==> src/verilog/exec_pkg.sv <==
`default_nettype none

package exec_pkg;

  // Datapath and register address widths
  localparam int XLEN  = 32;
  localparam int REG_W = 5;

  // ALU operations
  typedef enum logic [3:0] {
    ALU_ADD   = 4'd0,
    ALU_SUB   = 4'd1,
    ALU_AND   = 4'd2,
    ALU_OR    = 4'd3,
    ALU_XOR   = 4'd4,
    ALU_SLL   = 4'd5,
    ALU_SRL   = 4'd6,
    ALU_SRA   = 4'd7,
    ALU_SLT   = 4'd8,
    ALU_SLTU  = 4'd9,
    // Pass b through
    ALU_LUI   = 4'd10,
    ALU_AUIPC = 4'd11,
    // Return address for jal and jalr
    ALU_LINK  = 4'd12
  } alu_op_e;

  // Branch compare codes match the B-type funct3
  typedef enum logic [2:0] {
    CMP_EQ  = 3'b000,
    CMP_NE  = 3'b001,
    CMP_LT  = 3'b100,
    CMP_GE  = 3'b101,
    CMP_LTU = 3'b110,
    CMP_GEU = 3'b111
  } cmp_op_e;

  // Result source
  typedef enum logic [1:0] {
    UNIT_ALU = 2'd0,
    UNIT_MUL = 2'd1,
    UNIT_DIV = 2'd2
  } unit_e;

  // Low two bits of the RV32M funct3
  typedef enum logic [1:0] {
    MUL_MUL    = 2'd0,
    MUL_MULH   = 2'd1,
    MUL_MULHSU = 2'd2,
    MUL_MULHU  = 2'd3
  } mul_op_e;

  typedef enum logic [1:0] {
    DIV_DIV  = 2'd0,
    DIV_DIVU = 2'd1,
    DIV_REM  = 2'd2,
    DIV_REMU = 2'd3
  } div_op_e;

endpackage : exec_pkg

`default_nettype wire

==> src/verilog/execute_stage.sv <==
`timescale 1ns/1ps
`default_nettype none

module execute_stage #(
  parameter int DATA_W = exec_pkg::XLEN
) (
  input  wire logic                       bus,
  input  wire logic                       rst,
  // Memory stage back-pressure
  input  wire logic                       hold,
  // Decode register
  input  wire exec_pkg::unit_e            id_unit,
  input  wire exec_pkg::alu_op_e          id_alu_op,
  input  wire exec_pkg::cmp_op_e          id_cmp_op,
  input  wire exec_pkg::mul_op_e          id_mul_op,
  input  wire exec_pkg::div_op_e          id_div_op,
  input  wire logic                       id_compare,
  input  wire logic                       id_alusrc,
  input  wire logic [DATA_W-1:0]          id_pc,
  input  wire logic [exec_pkg::REG_W-1:0] id_rs1,
  input  wire logic [exec_pkg::REG_W-1:0] id_rs2,
  input  wire logic [exec_pkg::REG_W-1:0] id_rd,
  input  wire logic [DATA_W-1:0]          id_rs1_data,
  input  wire logic [DATA_W-1:0]          id_rs2_data,
  input  wire logic [DATA_W-1:0]          id_imm,
  input  wire logic                       id_regwrite,
  input  wire logic                       id_memread,
  input  wire logic                       id_memwrite,
  // Write-back port
  input  wire logic                       wb_regwrite,
  input  wire logic [exec_pkg::REG_W-1:0] wb_rd,
  input  wire logic [DATA_W-1:0]          wb_res,
  output logic                            stall,
  // EX/MEM register
  output logic      [DATA_W-1:0]          ex_mem_res,
  output logic      [DATA_W-1:0]          ex_mem_store_data,
  output logic      [exec_pkg::REG_W-1:0] ex_mem_rd,
  output logic                            ex_mem_regwrite,
  output logic                            ex_mem_memread,
  output logic                            ex_mem_memwrite,
  output logic                            ex_mem_comp_res,
  output logic      [DATA_W-1:0]          ex_mem_pc
);

  logic [DATA_W-1:0] op_a;
  logic [DATA_W-1:0] op_b;
  logic [DATA_W-1:0] store_data;
  logic [DATA_W-1:0] alu_res;
  logic              comp_res;
  logic [DATA_W-1:0] mul_res;
  logic [DATA_W-1:0] div_res;
  logic              mul_done;
  logic              div_done;
  logic              is_mul;
  logic              is_div;
  logic              unit_done;
  logic              result_ready;
  logic              start;
  logic              busy;
  logic              done_flag;
  logic              capture;
  logic [DATA_W-1:0] unit_res;

  //////////////////////////////////////////////////
  // Units
  //////////////////////////////////////////////////

  operand_forward #(.DATA_W(DATA_W)) u_operand_forward (
    .ex_mem_regwrite (ex_mem_regwrite),
    .ex_mem_memread  (ex_mem_memread),
    .ex_mem_rd       (ex_mem_rd),
    .ex_mem_res      (ex_mem_res),
    .wb_regwrite     (wb_regwrite),
    .wb_rd           (wb_rd),
    .wb_res          (wb_res),
    .id_rs1          (id_rs1),
    .id_rs2          (id_rs2),
    .id_rs1_data     (id_rs1_data),
    .id_rs2_data     (id_rs2_data),
    .id_imm          (id_imm),
    .id_alusrc       (id_alusrc),
    .op_a            (op_a),
    .op_b            (op_b),
    .store_data      (store_data)
  );

  int_alu #(.DATA_W(DATA_W)) u_int_alu (
    .a        (op_a),
    .b        (op_b),
    .pc       (id_pc),
    .alu_op   (id_alu_op),
    .cmp_op   (id_cmp_op),
    .res      (alu_res),
    .comp_res (comp_res)
  );

  // Each unit sees the shared start only for its own ops
  seq_multiplier #(.DATA_W(DATA_W)) u_seq_multiplier (
    .bus    (bus),
    .rst    (rst),
    .start  (start && is_mul),
    .mul_op (id_mul_op),
    .a      (op_a),
    .b      (op_b),
    .done   (mul_done),
    .res    (mul_res)
  );

  seq_divider #(.DATA_W(DATA_W)) u_seq_divider (
    .bus    (bus),
    .rst    (rst),
    .start  (start && is_div),
    .div_op (id_div_op),
    .a      (op_a),
    .b      (op_b),
    .done   (div_done),
    .res    (div_res)
  );

  //////////////////////////////////////////////////
  // Stall control
  //////////////////////////////////////////////////

  assign is_mul    = (id_unit == exec_pkg::UNIT_MUL);
  assign is_div    = (id_unit == exec_pkg::UNIT_DIV);
  assign unit_done = (is_mul && mul_done) || (is_div && div_done);

  // Result is usable in the done cycle or any later cycle under hold
  assign result_ready = unit_done || done_flag;

  // Start pulses on the first cycle only and never while a result is pending
  assign start = (is_mul || is_div) && !busy && !result_ready && !hold;

  // Decode waits until the long op has a result
  assign stall = (is_mul || is_div) && !result_ready;

  assign capture = !hold && !stall;

  always_ff @(posedge bus) begin
    if (rst) begin
      busy      <= 1'b0;
      done_flag <= 1'b0;
    end else begin
      if (start) begin
        busy <= 1'b1;
      end else if (unit_done) begin
        busy <= 1'b0;
      end
      // Keep the finished result across hold
      if (unit_done && hold) begin
        done_flag <= 1'b1;
      end else if (!hold) begin
        done_flag <= 1'b0;
      end
    end
  end

  //////////////////////////////////////////////////
  // EX/MEM register
  //////////////////////////////////////////////////

  always_comb begin
    unique case (id_unit)
      exec_pkg::UNIT_MUL: unit_res = mul_res;
      exec_pkg::UNIT_DIV: unit_res = div_res;
      default:            unit_res = alu_res;
    endcase
  end

  always_ff @(posedge bus) begin
    if (rst) begin
      ex_mem_res        <= '0;
      ex_mem_store_data <= '0;
      ex_mem_rd         <= '0;
      ex_mem_regwrite   <= 1'b0;
      ex_mem_memread    <= 1'b0;
      ex_mem_memwrite   <= 1'b0;
      ex_mem_comp_res   <= 1'b0;
      ex_mem_pc         <= '0;
    end else if (capture) begin
      ex_mem_res        <= unit_res;
      ex_mem_store_data <= store_data;
      ex_mem_rd         <= id_rd;
      // Compare ops write rd only when the condition holds
      ex_mem_regwrite   <= id_regwrite && (!id_compare || comp_res);
      ex_mem_memread    <= id_memread;
      ex_mem_memwrite   <= id_memwrite;
      ex_mem_comp_res   <= comp_res;
      ex_mem_pc         <= id_pc;
    end
  end

endmodule : execute_stage

`default_nettype wire

==> src/verilog/int_alu.sv <==
`timescale 1ns/1ps
`default_nettype none

module int_alu #(
  parameter int DATA_W = exec_pkg::XLEN
) (
  input  wire logic [DATA_W-1:0]    a,
  input  wire logic [DATA_W-1:0]    b,
  input  wire logic [DATA_W-1:0]    pc,
  input  wire exec_pkg::alu_op_e    alu_op,
  input  wire exec_pkg::cmp_op_e    cmp_op,
  output logic      [DATA_W-1:0]    res,
  output logic                      comp_res
);

  // Shift amount width
  localparam int SH_W = $clog2(DATA_W);

  logic [SH_W-1:0] shamt;
  logic            eq;
  logic            lt_s;
  logic            lt_u;

  assign shamt = b[SH_W-1:0];

  // Shared by slt and the comparator
  assign eq   = (a == b);
  assign lt_s = ($signed(a) < $signed(b));
  assign lt_u = (a < b);

  //////////////////////////////////////////////////
  // Result
  //////////////////////////////////////////////////

  always_comb begin
    unique case (alu_op)
      exec_pkg::ALU_ADD:   res = a + b;
      exec_pkg::ALU_SUB:   res = a - b;
      exec_pkg::ALU_AND:   res = a & b;
      exec_pkg::ALU_OR:    res = a | b;
      exec_pkg::ALU_XOR:   res = a ^ b;
      exec_pkg::ALU_SLL:   res = a << shamt;
      exec_pkg::ALU_SRL:   res = a >> shamt;
      // Arithmetic shift keeps the sign
      exec_pkg::ALU_SRA:   res = $signed(a) >>> shamt;
      exec_pkg::ALU_SLT:   res = {{(DATA_W-1){1'b0}}, lt_s};
      exec_pkg::ALU_SLTU:  res = {{(DATA_W-1){1'b0}}, lt_u};
      // Immediate already shifted by decode
      exec_pkg::ALU_LUI:   res = b;
      exec_pkg::ALU_AUIPC: res = pc + b;
      exec_pkg::ALU_LINK:  res = pc + DATA_W'(4);
      default:             res = '0;
    endcase
  end

  //////////////////////////////////////////////////
  // Branch compare
  //////////////////////////////////////////////////

  always_comb begin
    unique case (cmp_op)
      exec_pkg::CMP_EQ:  comp_res = eq;
      exec_pkg::CMP_NE:  comp_res = !eq;
      exec_pkg::CMP_LT:  comp_res = lt_s;
      exec_pkg::CMP_GE:  comp_res = !lt_s;
      exec_pkg::CMP_LTU: comp_res = lt_u;
      exec_pkg::CMP_GEU: comp_res = !lt_u;
      // Unused codes never take the branch
      default:           comp_res = 1'b0;
    endcase
  end

endmodule : int_alu

`default_nettype wire

==> src/verilog/operand_forward.sv <==
`timescale 1ns/1ps
`default_nettype none

module operand_forward #(
  parameter int DATA_W = exec_pkg::XLEN
) (
  // EX/MEM register of this stage
  input  wire logic                       ex_mem_regwrite,
  input  wire logic                       ex_mem_memread,
  input  wire logic [exec_pkg::REG_W-1:0] ex_mem_rd,
  input  wire logic [DATA_W-1:0]          ex_mem_res,
  // Retiring instruction
  input  wire logic                       wb_regwrite,
  input  wire logic [exec_pkg::REG_W-1:0] wb_rd,
  input  wire logic [DATA_W-1:0]          wb_res,
  // Decode values
  input  wire logic [exec_pkg::REG_W-1:0] id_rs1,
  input  wire logic [exec_pkg::REG_W-1:0] id_rs2,
  input  wire logic [DATA_W-1:0]          id_rs1_data,
  input  wire logic [DATA_W-1:0]          id_rs2_data,
  input  wire logic [DATA_W-1:0]          id_imm,
  input  wire logic                       id_alusrc,
  output logic      [DATA_W-1:0]          op_a,
  output logic      [DATA_W-1:0]          op_b,
  output logic      [DATA_W-1:0]          store_data
);

  logic [DATA_W-1:0] rs2_fwd;

  // Priority select for one source register
  function automatic logic [DATA_W-1:0] pick(
    input logic [exec_pkg::REG_W-1:0] rs,
    input logic [DATA_W-1:0]          rs_data
  );
    logic ex_hit;
    logic wb_hit;
    // Load data is not known yet in EX/MEM, so only non-loads forward from there
    ex_hit = ex_mem_regwrite && !ex_mem_memread && (ex_mem_rd != '0) && (ex_mem_rd == rs);
    wb_hit = wb_regwrite && (wb_rd != '0) && (wb_rd == rs);
    if (ex_hit) begin
      return ex_mem_res;
    end else if (wb_hit) begin
      return wb_res;
    end
    return rs_data;
  endfunction

  // Youngest producer wins
  always_comb begin
    op_a    = pick(id_rs1, id_rs1_data);
    rs2_fwd = pick(id_rs2, id_rs2_data);
  end

  // Immediate forms replace rs2 on the ALU side only
  assign op_b = id_alusrc ? id_imm : rs2_fwd;

  // Stores always write the register value
  assign store_data = rs2_fwd;

endmodule : operand_forward

`default_nettype wire

==> src/verilog/seq_divider.sv <==
`timescale 1ns/1ps
`default_nettype none

module seq_divider #(
  parameter int DATA_W = exec_pkg::XLEN
) (
  input  wire logic                bus,
  input  wire logic                rst,
  input  wire logic                start,
  input  wire exec_pkg::div_op_e   div_op,
  input  wire logic [DATA_W-1:0]   a,
  input  wire logic [DATA_W-1:0]   b,
  output logic                     done,
  output logic      [DATA_W-1:0]   res
);

  localparam int CNT_W = $clog2(DATA_W + 1);

  logic              running;
  logic              fixup;
  logic [CNT_W-1:0]  count;
  logic [DATA_W-1:0] divisor;
  logic [DATA_W-1:0] quo;
  logic [DATA_W-1:0] rem;
  logic              q_neg;
  logic              r_neg;
  logic              b_zero;
  logic              want_rem;
  logic              is_signed;
  logic              a_neg;
  logic              b_neg;
  logic [DATA_W:0]   shifted;
  logic [DATA_W:0]   trial;
  logic [DATA_W-1:0] q_fix;
  logic [DATA_W-1:0] r_fix;

  assign is_signed = (div_op == exec_pkg::DIV_DIV) || (div_op == exec_pkg::DIV_REM);
  assign a_neg     = is_signed && a[DATA_W-1];
  assign b_neg     = is_signed && b[DATA_W-1];

  // Bring down the next dividend bit and try the subtract
  assign shifted = {rem, quo[DATA_W-1]};
  assign trial   = shifted - {1'b0, divisor};

  // Remainder takes the dividend sign
  // min / -1 works out here, as the quotient magnitude negates back to a
  assign q_fix = b_zero ? '1 : (q_neg ? -quo : quo);
  assign r_fix = r_neg ? -rem : rem;

  always_ff @(posedge bus) begin
    if (rst) begin
      running <= 1'b0;
      fixup   <= 1'b0;
      count   <= '0;
      done    <= 1'b0;
    end else begin
      done  <= 1'b0;
      fixup <= 1'b0;
      if (running) begin
        count <= count - 1'b1;
        if (count == CNT_W'(1)) begin
          running <= 1'b0;
          fixup   <= 1'b1;
        end
      end else if (fixup) begin
        done <= 1'b1;
      end else if (start) begin
        running <= 1'b1;
        count   <= CNT_W'(DATA_W);
      end
    end
  end

  // Datapath
  always_ff @(posedge bus) begin
    if (running) begin
      // Restore on a negative trial
      if (!trial[DATA_W]) begin
        rem <= trial[DATA_W-1:0];
        quo <= {quo[DATA_W-2:0], 1'b1};
      end else begin
        rem <= shifted[DATA_W-1:0];
        quo <= {quo[DATA_W-2:0], 1'b0};
      end
    end else if (fixup) begin
      res <= want_rem ? r_fix : q_fix;
    end else if (start) begin
      divisor  <= b_neg ? -b : b;
      quo      <= a_neg ? -a : a;
      rem      <= '0;
      q_neg    <= a_neg ^ b_neg;
      r_neg    <= a_neg;
      b_zero   <= (b == '0);
      want_rem <= (div_op == exec_pkg::DIV_REM) || (div_op == exec_pkg::DIV_REMU);
    end
  end

endmodule : seq_divider

`default_nettype wire

==> src/verilog/seq_multiplier.sv <==
`timescale 1ns/1ps
`default_nettype none

module seq_multiplier #(
  parameter int DATA_W = exec_pkg::XLEN
) (
  input  wire logic                bus,
  input  wire logic                rst,
  input  wire logic                start,
  input  wire exec_pkg::mul_op_e   mul_op,
  input  wire logic [DATA_W-1:0]   a,
  input  wire logic [DATA_W-1:0]   b,
  output logic                     done,
  output logic      [DATA_W-1:0]   res
);

  // Wide enough to hold DATA_W itself
  localparam int CNT_W = $clog2(DATA_W + 1);

  logic                running;
  logic [CNT_W-1:0]    count;
  logic [DATA_W-1:0]   mcand;
  logic [DATA_W-1:0]   prod_hi;
  logic [DATA_W-1:0]   prod_lo;
  logic                negate;
  logic                take_high;
  logic                a_neg;
  logic                b_neg;
  logic [DATA_W:0]     sum;
  logic [2*DATA_W-1:0] prod_fix;

  // Operand signs depend on the form and mulhu is unsigned on both sides
  assign a_neg = (mul_op != exec_pkg::MUL_MULHU) && a[DATA_W-1];
  assign b_neg = ((mul_op == exec_pkg::MUL_MUL) || (mul_op == exec_pkg::MUL_MULH)) &&
                 b[DATA_W-1];

  // Add the multiplicand when the current multiplier bit is set
  assign sum = {1'b0, prod_hi} + (prod_lo[0] ? {1'b0, mcand} : '0);

  always_ff @(posedge bus) begin
    if (rst) begin
      running <= 1'b0;
      count   <= '0;
      done    <= 1'b0;
    end else begin
      done <= 1'b0;
      if (running) begin
        count <= count - 1'b1;
        if (count == CNT_W'(1)) begin
          running <= 1'b0;
          done    <= 1'b1;
        end
      end else if (start) begin
        running <= 1'b1;
        count   <= CNT_W'(DATA_W);
      end
    end
  end

  // Product and magnitudes
  always_ff @(posedge bus) begin
    if (running) begin
      {prod_hi, prod_lo} <= {sum, prod_lo[DATA_W-1:1]};
    end else if (start) begin
      mcand     <= a_neg ? -a : a;
      prod_hi   <= '0;
      prod_lo   <= b_neg ? -b : b;
      negate    <= a_neg ^ b_neg;
      take_high <= (mul_op != exec_pkg::MUL_MUL);
    end
  end

  // Full-width sign fix stays steady once the loop ends
  assign prod_fix = negate ? -{prod_hi, prod_lo} : {prod_hi, prod_lo};
  assign res      = take_high ? prod_fix[2*DATA_W-1:DATA_W] : prod_fix[DATA_W-1:0];

endmodule : seq_multiplier

`default_nettype wire
==> config.mk <==
export PLATFORM = sky130hd
export DESIGN_NAME = execute_stage
export DESIGN_NICKNAME = d
export VERILOG_FILES = /design/src/verilog/exec_pkg.sv /design/src/verilog/execute_stage.sv /design/src/verilog/int_alu.sv /design/src/verilog/operand_forward.sv /design/src/verilog/seq_divider.sv /design/src/verilog/seq_multiplier.sv
export SDC_FILE = /design/constraint.sdc
export NUM_CORES = 2
export LEC_CHECK = 0
export CAP_MARGIN = 15
export CELL_PAD_IN_SITES_DETAIL_PLACEMENT = 1
export CELL_PAD_IN_SITES_GLOBAL_PLACEMENT = 1
export CORE_ASPECT_RATIO = 1.5
export CORE_MARGIN = 1.5
export CORE_UTILIZATION = 51
export DETAILED_ROUTE_END_ITERATION = 7
export DONT_BUFFER_PORTS = 1
export HOLD_SLACK_MARGIN = 0.03
export PLACE_DENSITY = 0.84
export SYNTH_ARGS = -nofsm -noshare
export SYNTH_HDL_FRONTEND = slang
export SYNTH_HIERARCHICAL = 1
export SYNTH_SLANG_ARGS = --single-unit
==> constraint.sdc <==
create_clock -name bus -period 6.7 [get_ports bus]
set_clock_uncertainty 0.1 [all_clocks]
set_input_delay 0.67 -clock bus [delete_from_list [all_inputs] [get_ports bus]]
set_output_delay 0.67 -clock bus [all_outputs]
set_load 0.01 [all_outputs]
Word-level counts from Yosys, hierarchy flattened
Index checks and enable logic that the tools add are counted.
- bitwise gates (word level): 8
- equality and inequality tests: 32
- add/sub/neg operators: 13
- $lt $le $gt $ge: 2
- reductions and logical operators: 56
- shift-type cells: 3
- multiplexer cells: 56
- operators with widths (kind ; number):
    $mux 32 ; 28
    $pmux 32 s13 ; 1
    $neg 32->32 ; 4
    $add 32x32->32 ; 2
    $lt 32x32->1 ; 2
    $mux 64 ; 1
    $neg 64->64 ; 1
    $pmux 32 s2 ; 1
    $add 32x33->33 ; 1
    $sub 33x32->33 ; 1
    $add 32x3->32 const B ; 1
    $and 32x32->32 ; 1
    $eq 32x32->1 ; 1
    $logic_not 32->1 ; 1
    $or 32x32->32 ; 1
    $shl 32x5->32 ; 1
    $shr 32x5->32 ; 1
    $sshr 32x5->32 ; 1
    $sub 32x32->32 ; 1
    $xor 32x32->32 ; 1
    $mux 6 ; 5
    $logic_and 1x1->1 ; 22
    $eq 4x4->1 const B ; 5
    $eq 5x5->1 ; 4
    other kinds (25) ; 82
- logic and storage cells: 200
- output and inout bits: 106
- bits of input ports: 202
- flip-flop bits (word level): 354

Depth between registers and ports, before layout
- word-level depth: 12
- mapped depth: 23
- mapped depth without buffers: 20

Hierarchy
Netlist, hierarchy kept.
- modules (own cells, without submodules) (module ; seq. area each (um^2) ; cells each ; times used ; area each (um^2)):
    int_alu ; 0.0 ; 1463 ; 1 ; 10841.6
    seq_divider ; 4144.0 ; 1075 ; 1 ; 10043.4
    seq_multiplier ; 3103.0 ; 1016 ; 1 ; 8864.8
    execute_stage ; 2142.1 ; 553 ; 1 ; 5411.4
    operand_forward ; 0.0 ; 358 ; 1 ; 2657.5

Worst setup path before layout
Ideal clock, no wire load.
- path kind: input-to-reg
- start: in wb_rd[1] (netlist bit)
- end: reg ex_mem_res[24]
- buffers on the path: 3
- path slack: 0.886 ns
- library setup time: 0.123 ns
- stages: 21
- required time: 6.477 ns
- arrival time: 5.591 ns
- cell sequence: or4_4 > o211ai_4 > or3_1 > a31oi_4 > mux2_2 > inv_1 > buf_2 > buf_1 > clkbuf_1 > ha_1 > o21bai_1 > a221oi_1 > o2111a_1 > nor3_2 > a211oi_1 > or4b_1 > mux2i_1 > o221ai_1 > nor2b_1 > nor3_1 > mux2_1
- cells in the longest elaborated chain, start to end: 10
- ends and longest elaborated chain (what ; RTL line ; text):
    from (decl) ; execute_stage.sv:31 ; input wire logic [exec_pkg::REG_W-1:0] wb_rd,
    $reduce_bool 5->1 ; operand_forward.sv:39 ; wb_hit = wb_regwrite && (wb_rd != '0) && (wb_rd == rs);
    $logic_and 1x1->1 ; operand_forward.sv:39 ;
    $logic_and 1x1->1 (*) ; operand_forward.sv:39 ;
    $mux 1 (*) ; operand_forward.sv:42 ; end else if (wb_hit) begin
    $mux 1 (*) ; operand_forward.sv:40 ; if (ex_hit) begin
    $mux 32 (*) ; operand_forward.sv:45 ; return rs_data;
    via store_data[2] ; execute_stage.sv:47 ; logic [DATA_W-1:0] store_data;
    $mux 32 (*) ; operand_forward.sv:55 ; assign op_b = id_alusrc ? id_imm : rs2_fwd;
    via op_b[2] ; execute_stage.sv:46 ; logic [DATA_W-1:0] op_b;
    $add 32x32->32, or another cell as far along ; int_alu.sv:50 ; exec_pkg::ALU_AUIPC: res = pc + b;
    $pmux 32 s13 (*) ; int_alu.sv:36 ; unique case (alu_op)
    via alu_res[24] ; execute_stage.sv:48 ; logic [DATA_W-1:0] alu_res;
    $pmux 32 s2 (*) ; execute_stage.sv:163 ; unique case (id_unit)
    to (signal assigned) ; execute_stage.sv:181 ; ex_mem_res <= unit_res;
    to (decl) ; execute_stage.sv:35 ; output logic [DATA_W-1:0] ex_mem_res,
Mark *: on every way through the listed nets, which the timed path passes. The rest lies on a longest branch.
A chain may end at the register's enable or synchronous reset.

Worst setup path in the final report
- start: reg ex_mem_regwrite
- end: reg ex_mem_regwrite
- RTL lines (what ; RTL line ; text):
    from (decl) ; execute_stage.sv:38 ; output logic ex_mem_regwrite,
    from (signal assigned) ; execute_stage.sv:185 ; ex_mem_regwrite <= id_regwrite && (!id_compare || comp_res);
    $logic_and 1x1->1 (*) (3 in a row) ; operand_forward.sv:38 ; ex_hit = ex_mem_regwrite && !ex_mem_memread && (ex_mem_rd != '0) && (ex_mem_rd == rs);
    $mux 32 or $mux 1 (tied branches) ; operand_forward.sv:40 ;
    $mux 32 (*) ; operand_forward.sv:45 ;
    via op_a[31] ; execute_stage.sv:45 ; logic [DATA_W-1:0] op_a;
    $lt 32x32->1, or another cell as far along ; int_alu.sv:29 ; assign lt_u = (a < b);
    $logic_not 1->1, on equally long branches ; int_alu.sv:67, int_alu.sv:63, int_alu.sv:65 ;
    $pmux 1 s6 (*) ; int_alu.sv:61 ; unique case (cmp_op)
    via comp_res ; execute_stage.sv:49 ; logic comp_res;
    $logic_or 1x1->1 (*) ; execute_stage.sv:185 ;
    $logic_and 1x1->1 (*) ; execute_stage.sv:185 ;
Marked as above.

==> reports/qor.csv <==
metric;value;unit
status;complete, no violations;
synthTopCellsByArea;edfxtp_1 (18%), ha_1 (7.0%), dfxtp_1 (6.6%);
rsz0062_at_grt;false;
synth_cells;4465;
power.share.sequential;0.332;
avgSynthCellArea;8.47;um2
grt_util_all_layers;0.495;
ctsLongestPathBuffers;3;
drv_cap;0;
required;7.14;ns
drive_gt1_frac;0.126;
hp-class;in -> reg;
start_util;0.514;
final.min_clock_period;6.25;ns
cp_max_fo;19;
stdcell_count;5451;
die-area;75800;um2
viasPerCell;7.09;
fin_util;0.557;
timing.hold.ws;0.0511;ns
ys_warn_count;6;
maxSlewViolCount;0;
ys_async_sr_fraction;0;
share_comb_of_total_power;0.351;
h-tree-depth;2;
max_freq;160;MHz
areaGrowthSynthToFinish;8.32;%
io_pins;308;
ys_seq_elements;354;
grt_pass1_vias;39500;
cp-start-kind;flip-flop;
grt_pass1_wl;272000;um
rows;122;
cts_tree;built;
drtAntennaViolNets;0;
totalPowerFinal;7.89;mW
p_leak;15.3;nW
tightest_slew;1.39;ns
via_count;38600;
r2r_cells;20;
relSlewSlack;0.0667;
dp_cells;5363;
cts.sinks;354;
finalSetupTns;0;ns
clkPwrFrac;0.316;
fillers;8759;
io_buffers;0;
die_h;337;um
worstSetupEndpointType;flip-flop;
timing.rr.start;ex_mem_regwrite;
ys_seq_area_frac;0.248;
clk_pin_slew;0.06;ns
overflow;0;
dr.pass1.iters;6;
setup_ws;0.452;ns
clk_latency;0.63;ns
fin_area;41000;um2
vdd_ir_drop_max;0.203;mV
grt_max_degree;230;
cts_buffers;40;
gp_congestion;1.06;
synth_top_area_share;0.183;
hold_viol_final;0;
synth_top_area_cell;edfxtp_1;
synth_most_common_cell;nor2_1;
root_buffer;clkbuf_16;
p_switching;3.01;mW
setup_violations;0;
switching_share;0.381;
power.internal;4.88;mW
wl_per_cell;35.1;um
syn-num-nets;4883;
worstHoldEndpoint;u_seq_divider/want_rem;
synth_area;37800;um2
ys_dominant_reg_cell;edfxtp_1;
min_from;id_div_op[1];
powerDensity;193;nW/um2
reg2reg_slack;0.45;ns
yosysUniqueCellTypes;117;
hpwl;144000;um
die_x;225;um
cp.arrival;6.68;ns
worstReg2RegEnd;ex_mem_regwrite;
first_iter_violations;3620;
wl;191000;um
post-place-ws;0.393;ns
finalCritPeriodShare;0.932;
ys_top_cells_by_count;nor2_1 (318), a21oi_1 (298), nand2_1 (295), o21ai_0 (280), edfxtp_1 (230);
final_nets;4834;
drc;0;
worstSetupPathType;reg -> reg;
antenna_found_initial;15;
placed_area;39500;um2
worstHoldPathCells;0;
synth_edf_count;230;
placeableCoreArea;73600;um2
-- worst max-delay path, cell delays in order, from the launching register on --
cell and delay [ns]:
dfxtp_1 0.46, nor2b_1 0.28, o21ai_0 0.12, or4_2 0.89
a21oi_2 0.99, buf_4 0.46, inv_1 0.21, ha_1 0.39
nor4_1 0.31, buf_4 0.22, nand3_1 0.13, nor4_1 0.28
buf_4 0.18, xnor2_1 0.05, nor2_1 0.09, nor2_1 0.05
a21oi_1 0.37, buf_4 0.21, nand2b_1 0.12, nand3b_1 0.08
mux2i_1 0.14
-- flip-flops by register name (all words and copies together) (netlist names), 5 cells and up --
signal,count
u_seq_divider/res,32
u_seq_multiplier/prod_lo,32
u_seq_multiplier/mcand,32
ex_mem_pc,32
u_seq_divider/quo,32
u_seq_multiplier/prod_hi,32
ex_mem_store_data,32
u_seq_divider/rem,32
u_seq_divider/count,6
ex_mem_rd,5
u_seq_multiplier/count,6
u_seq_divider/divisor,32
ex_mem_res,32
-- what timing repair did --
item	CTS	global route
setup buffers	0	0
endpoints found under the hold margin	1	0
hold buffers	1	0
gates resized for setup	0	0
endpoints found under the setup margin	0	0
-- per-layer routing --
layer,wire [um],vias to the layer above,GRT usage,part of all wire
li1,-,16300,-,-
met1,62400,19000,0.493,0.33
met2,87000,2289,0.794,0.46
met3,16600,972,0.137,0.087
met4,25100,6,0.550,0.13
met5,38,-,0,0.00020
-- cell type report --
cell class | instances | area, um2 | share of cell area
timing repair buffer | 181 | 1470 | 0.0358
inverter | 227 | 852 | 0.0208
tap | 992 | 1240 | 0.0303
multi-input combinational | 3612 | 26600 | 0.649
clock buffer | 45 | 1050 | 0.0257
antenna | 13 | 32.5 | 0.000794
clock inverter | 27 | 364 | 0.00889
sequential | 354 | 9390 | 0.229
-- cells by family after synthesis --
logic type | count (synthesis) | synth area share
AND/OR/NAND/NOR | 1485 | 0.207
AO/OA/AOI/OAI | 1202 | 0.217
buffers and inverters | 499 | 0.0557
XOR/XNOR | 377 | 0.0873
flip-flops | 354 | 0.248
multiplexers | 332 | 0.112
adder cells (fa/ha/maj) | 216 | 0.0723
-- how the worst max path moves through the flow --
stage,startpoint,endpoint,slack (ns),cells past startpoint
2_1_floorplan,wb_rd[1],ex_mem_res[24],0.89,21
3_3_place_gp,wb_rd[1],ex_mem_regwrite,0.45,22
3_5_place_dp,wb_rd[1],ex_mem_regwrite,0.39,19
4_1_cts,ex_mem_rd[3],ex_mem_regwrite,0.64,21
5_1_grt,ex_mem_rd[3],ex_mem_regwrite,0.19,21
6_report,ex_mem_regwrite,ex_mem_regwrite,0.45,20
-- cells in the final DEF (no fill, tap or decap), types with 98 or more instances in the layout --
master and n:
mux2i_1 165, o21ai_0 279, nor2b_1 98, nor2_1 316, xor2_1 175, inv_1 221, ha_1 211, nand2_1 295
nor3_1 139, edfxtp_1 230, buf_4 170, a21oi_1 268, nand2b_1 185, dfxtp_1 122, xnor2_1 202
-- power groups by stage --
| stage | Combinational, mW | Sequential (mW) | Clock [mW] |
|---|---|---|---|
| floorplan | 1.71 | 2.59 | 0 |
| global placement | 2.57 | 2.66 | 0 |
| detailed placement | 2.62 | 2.66 | 0 |
| CTS | 2.64 | 2.61 | 2.51 |
| global route | 2.87 | 2.63 | 2.57 |
| finish | 2.77 | 2.62 | 2.50 |
Note: power is estimated with default switching activity, not from simulation.
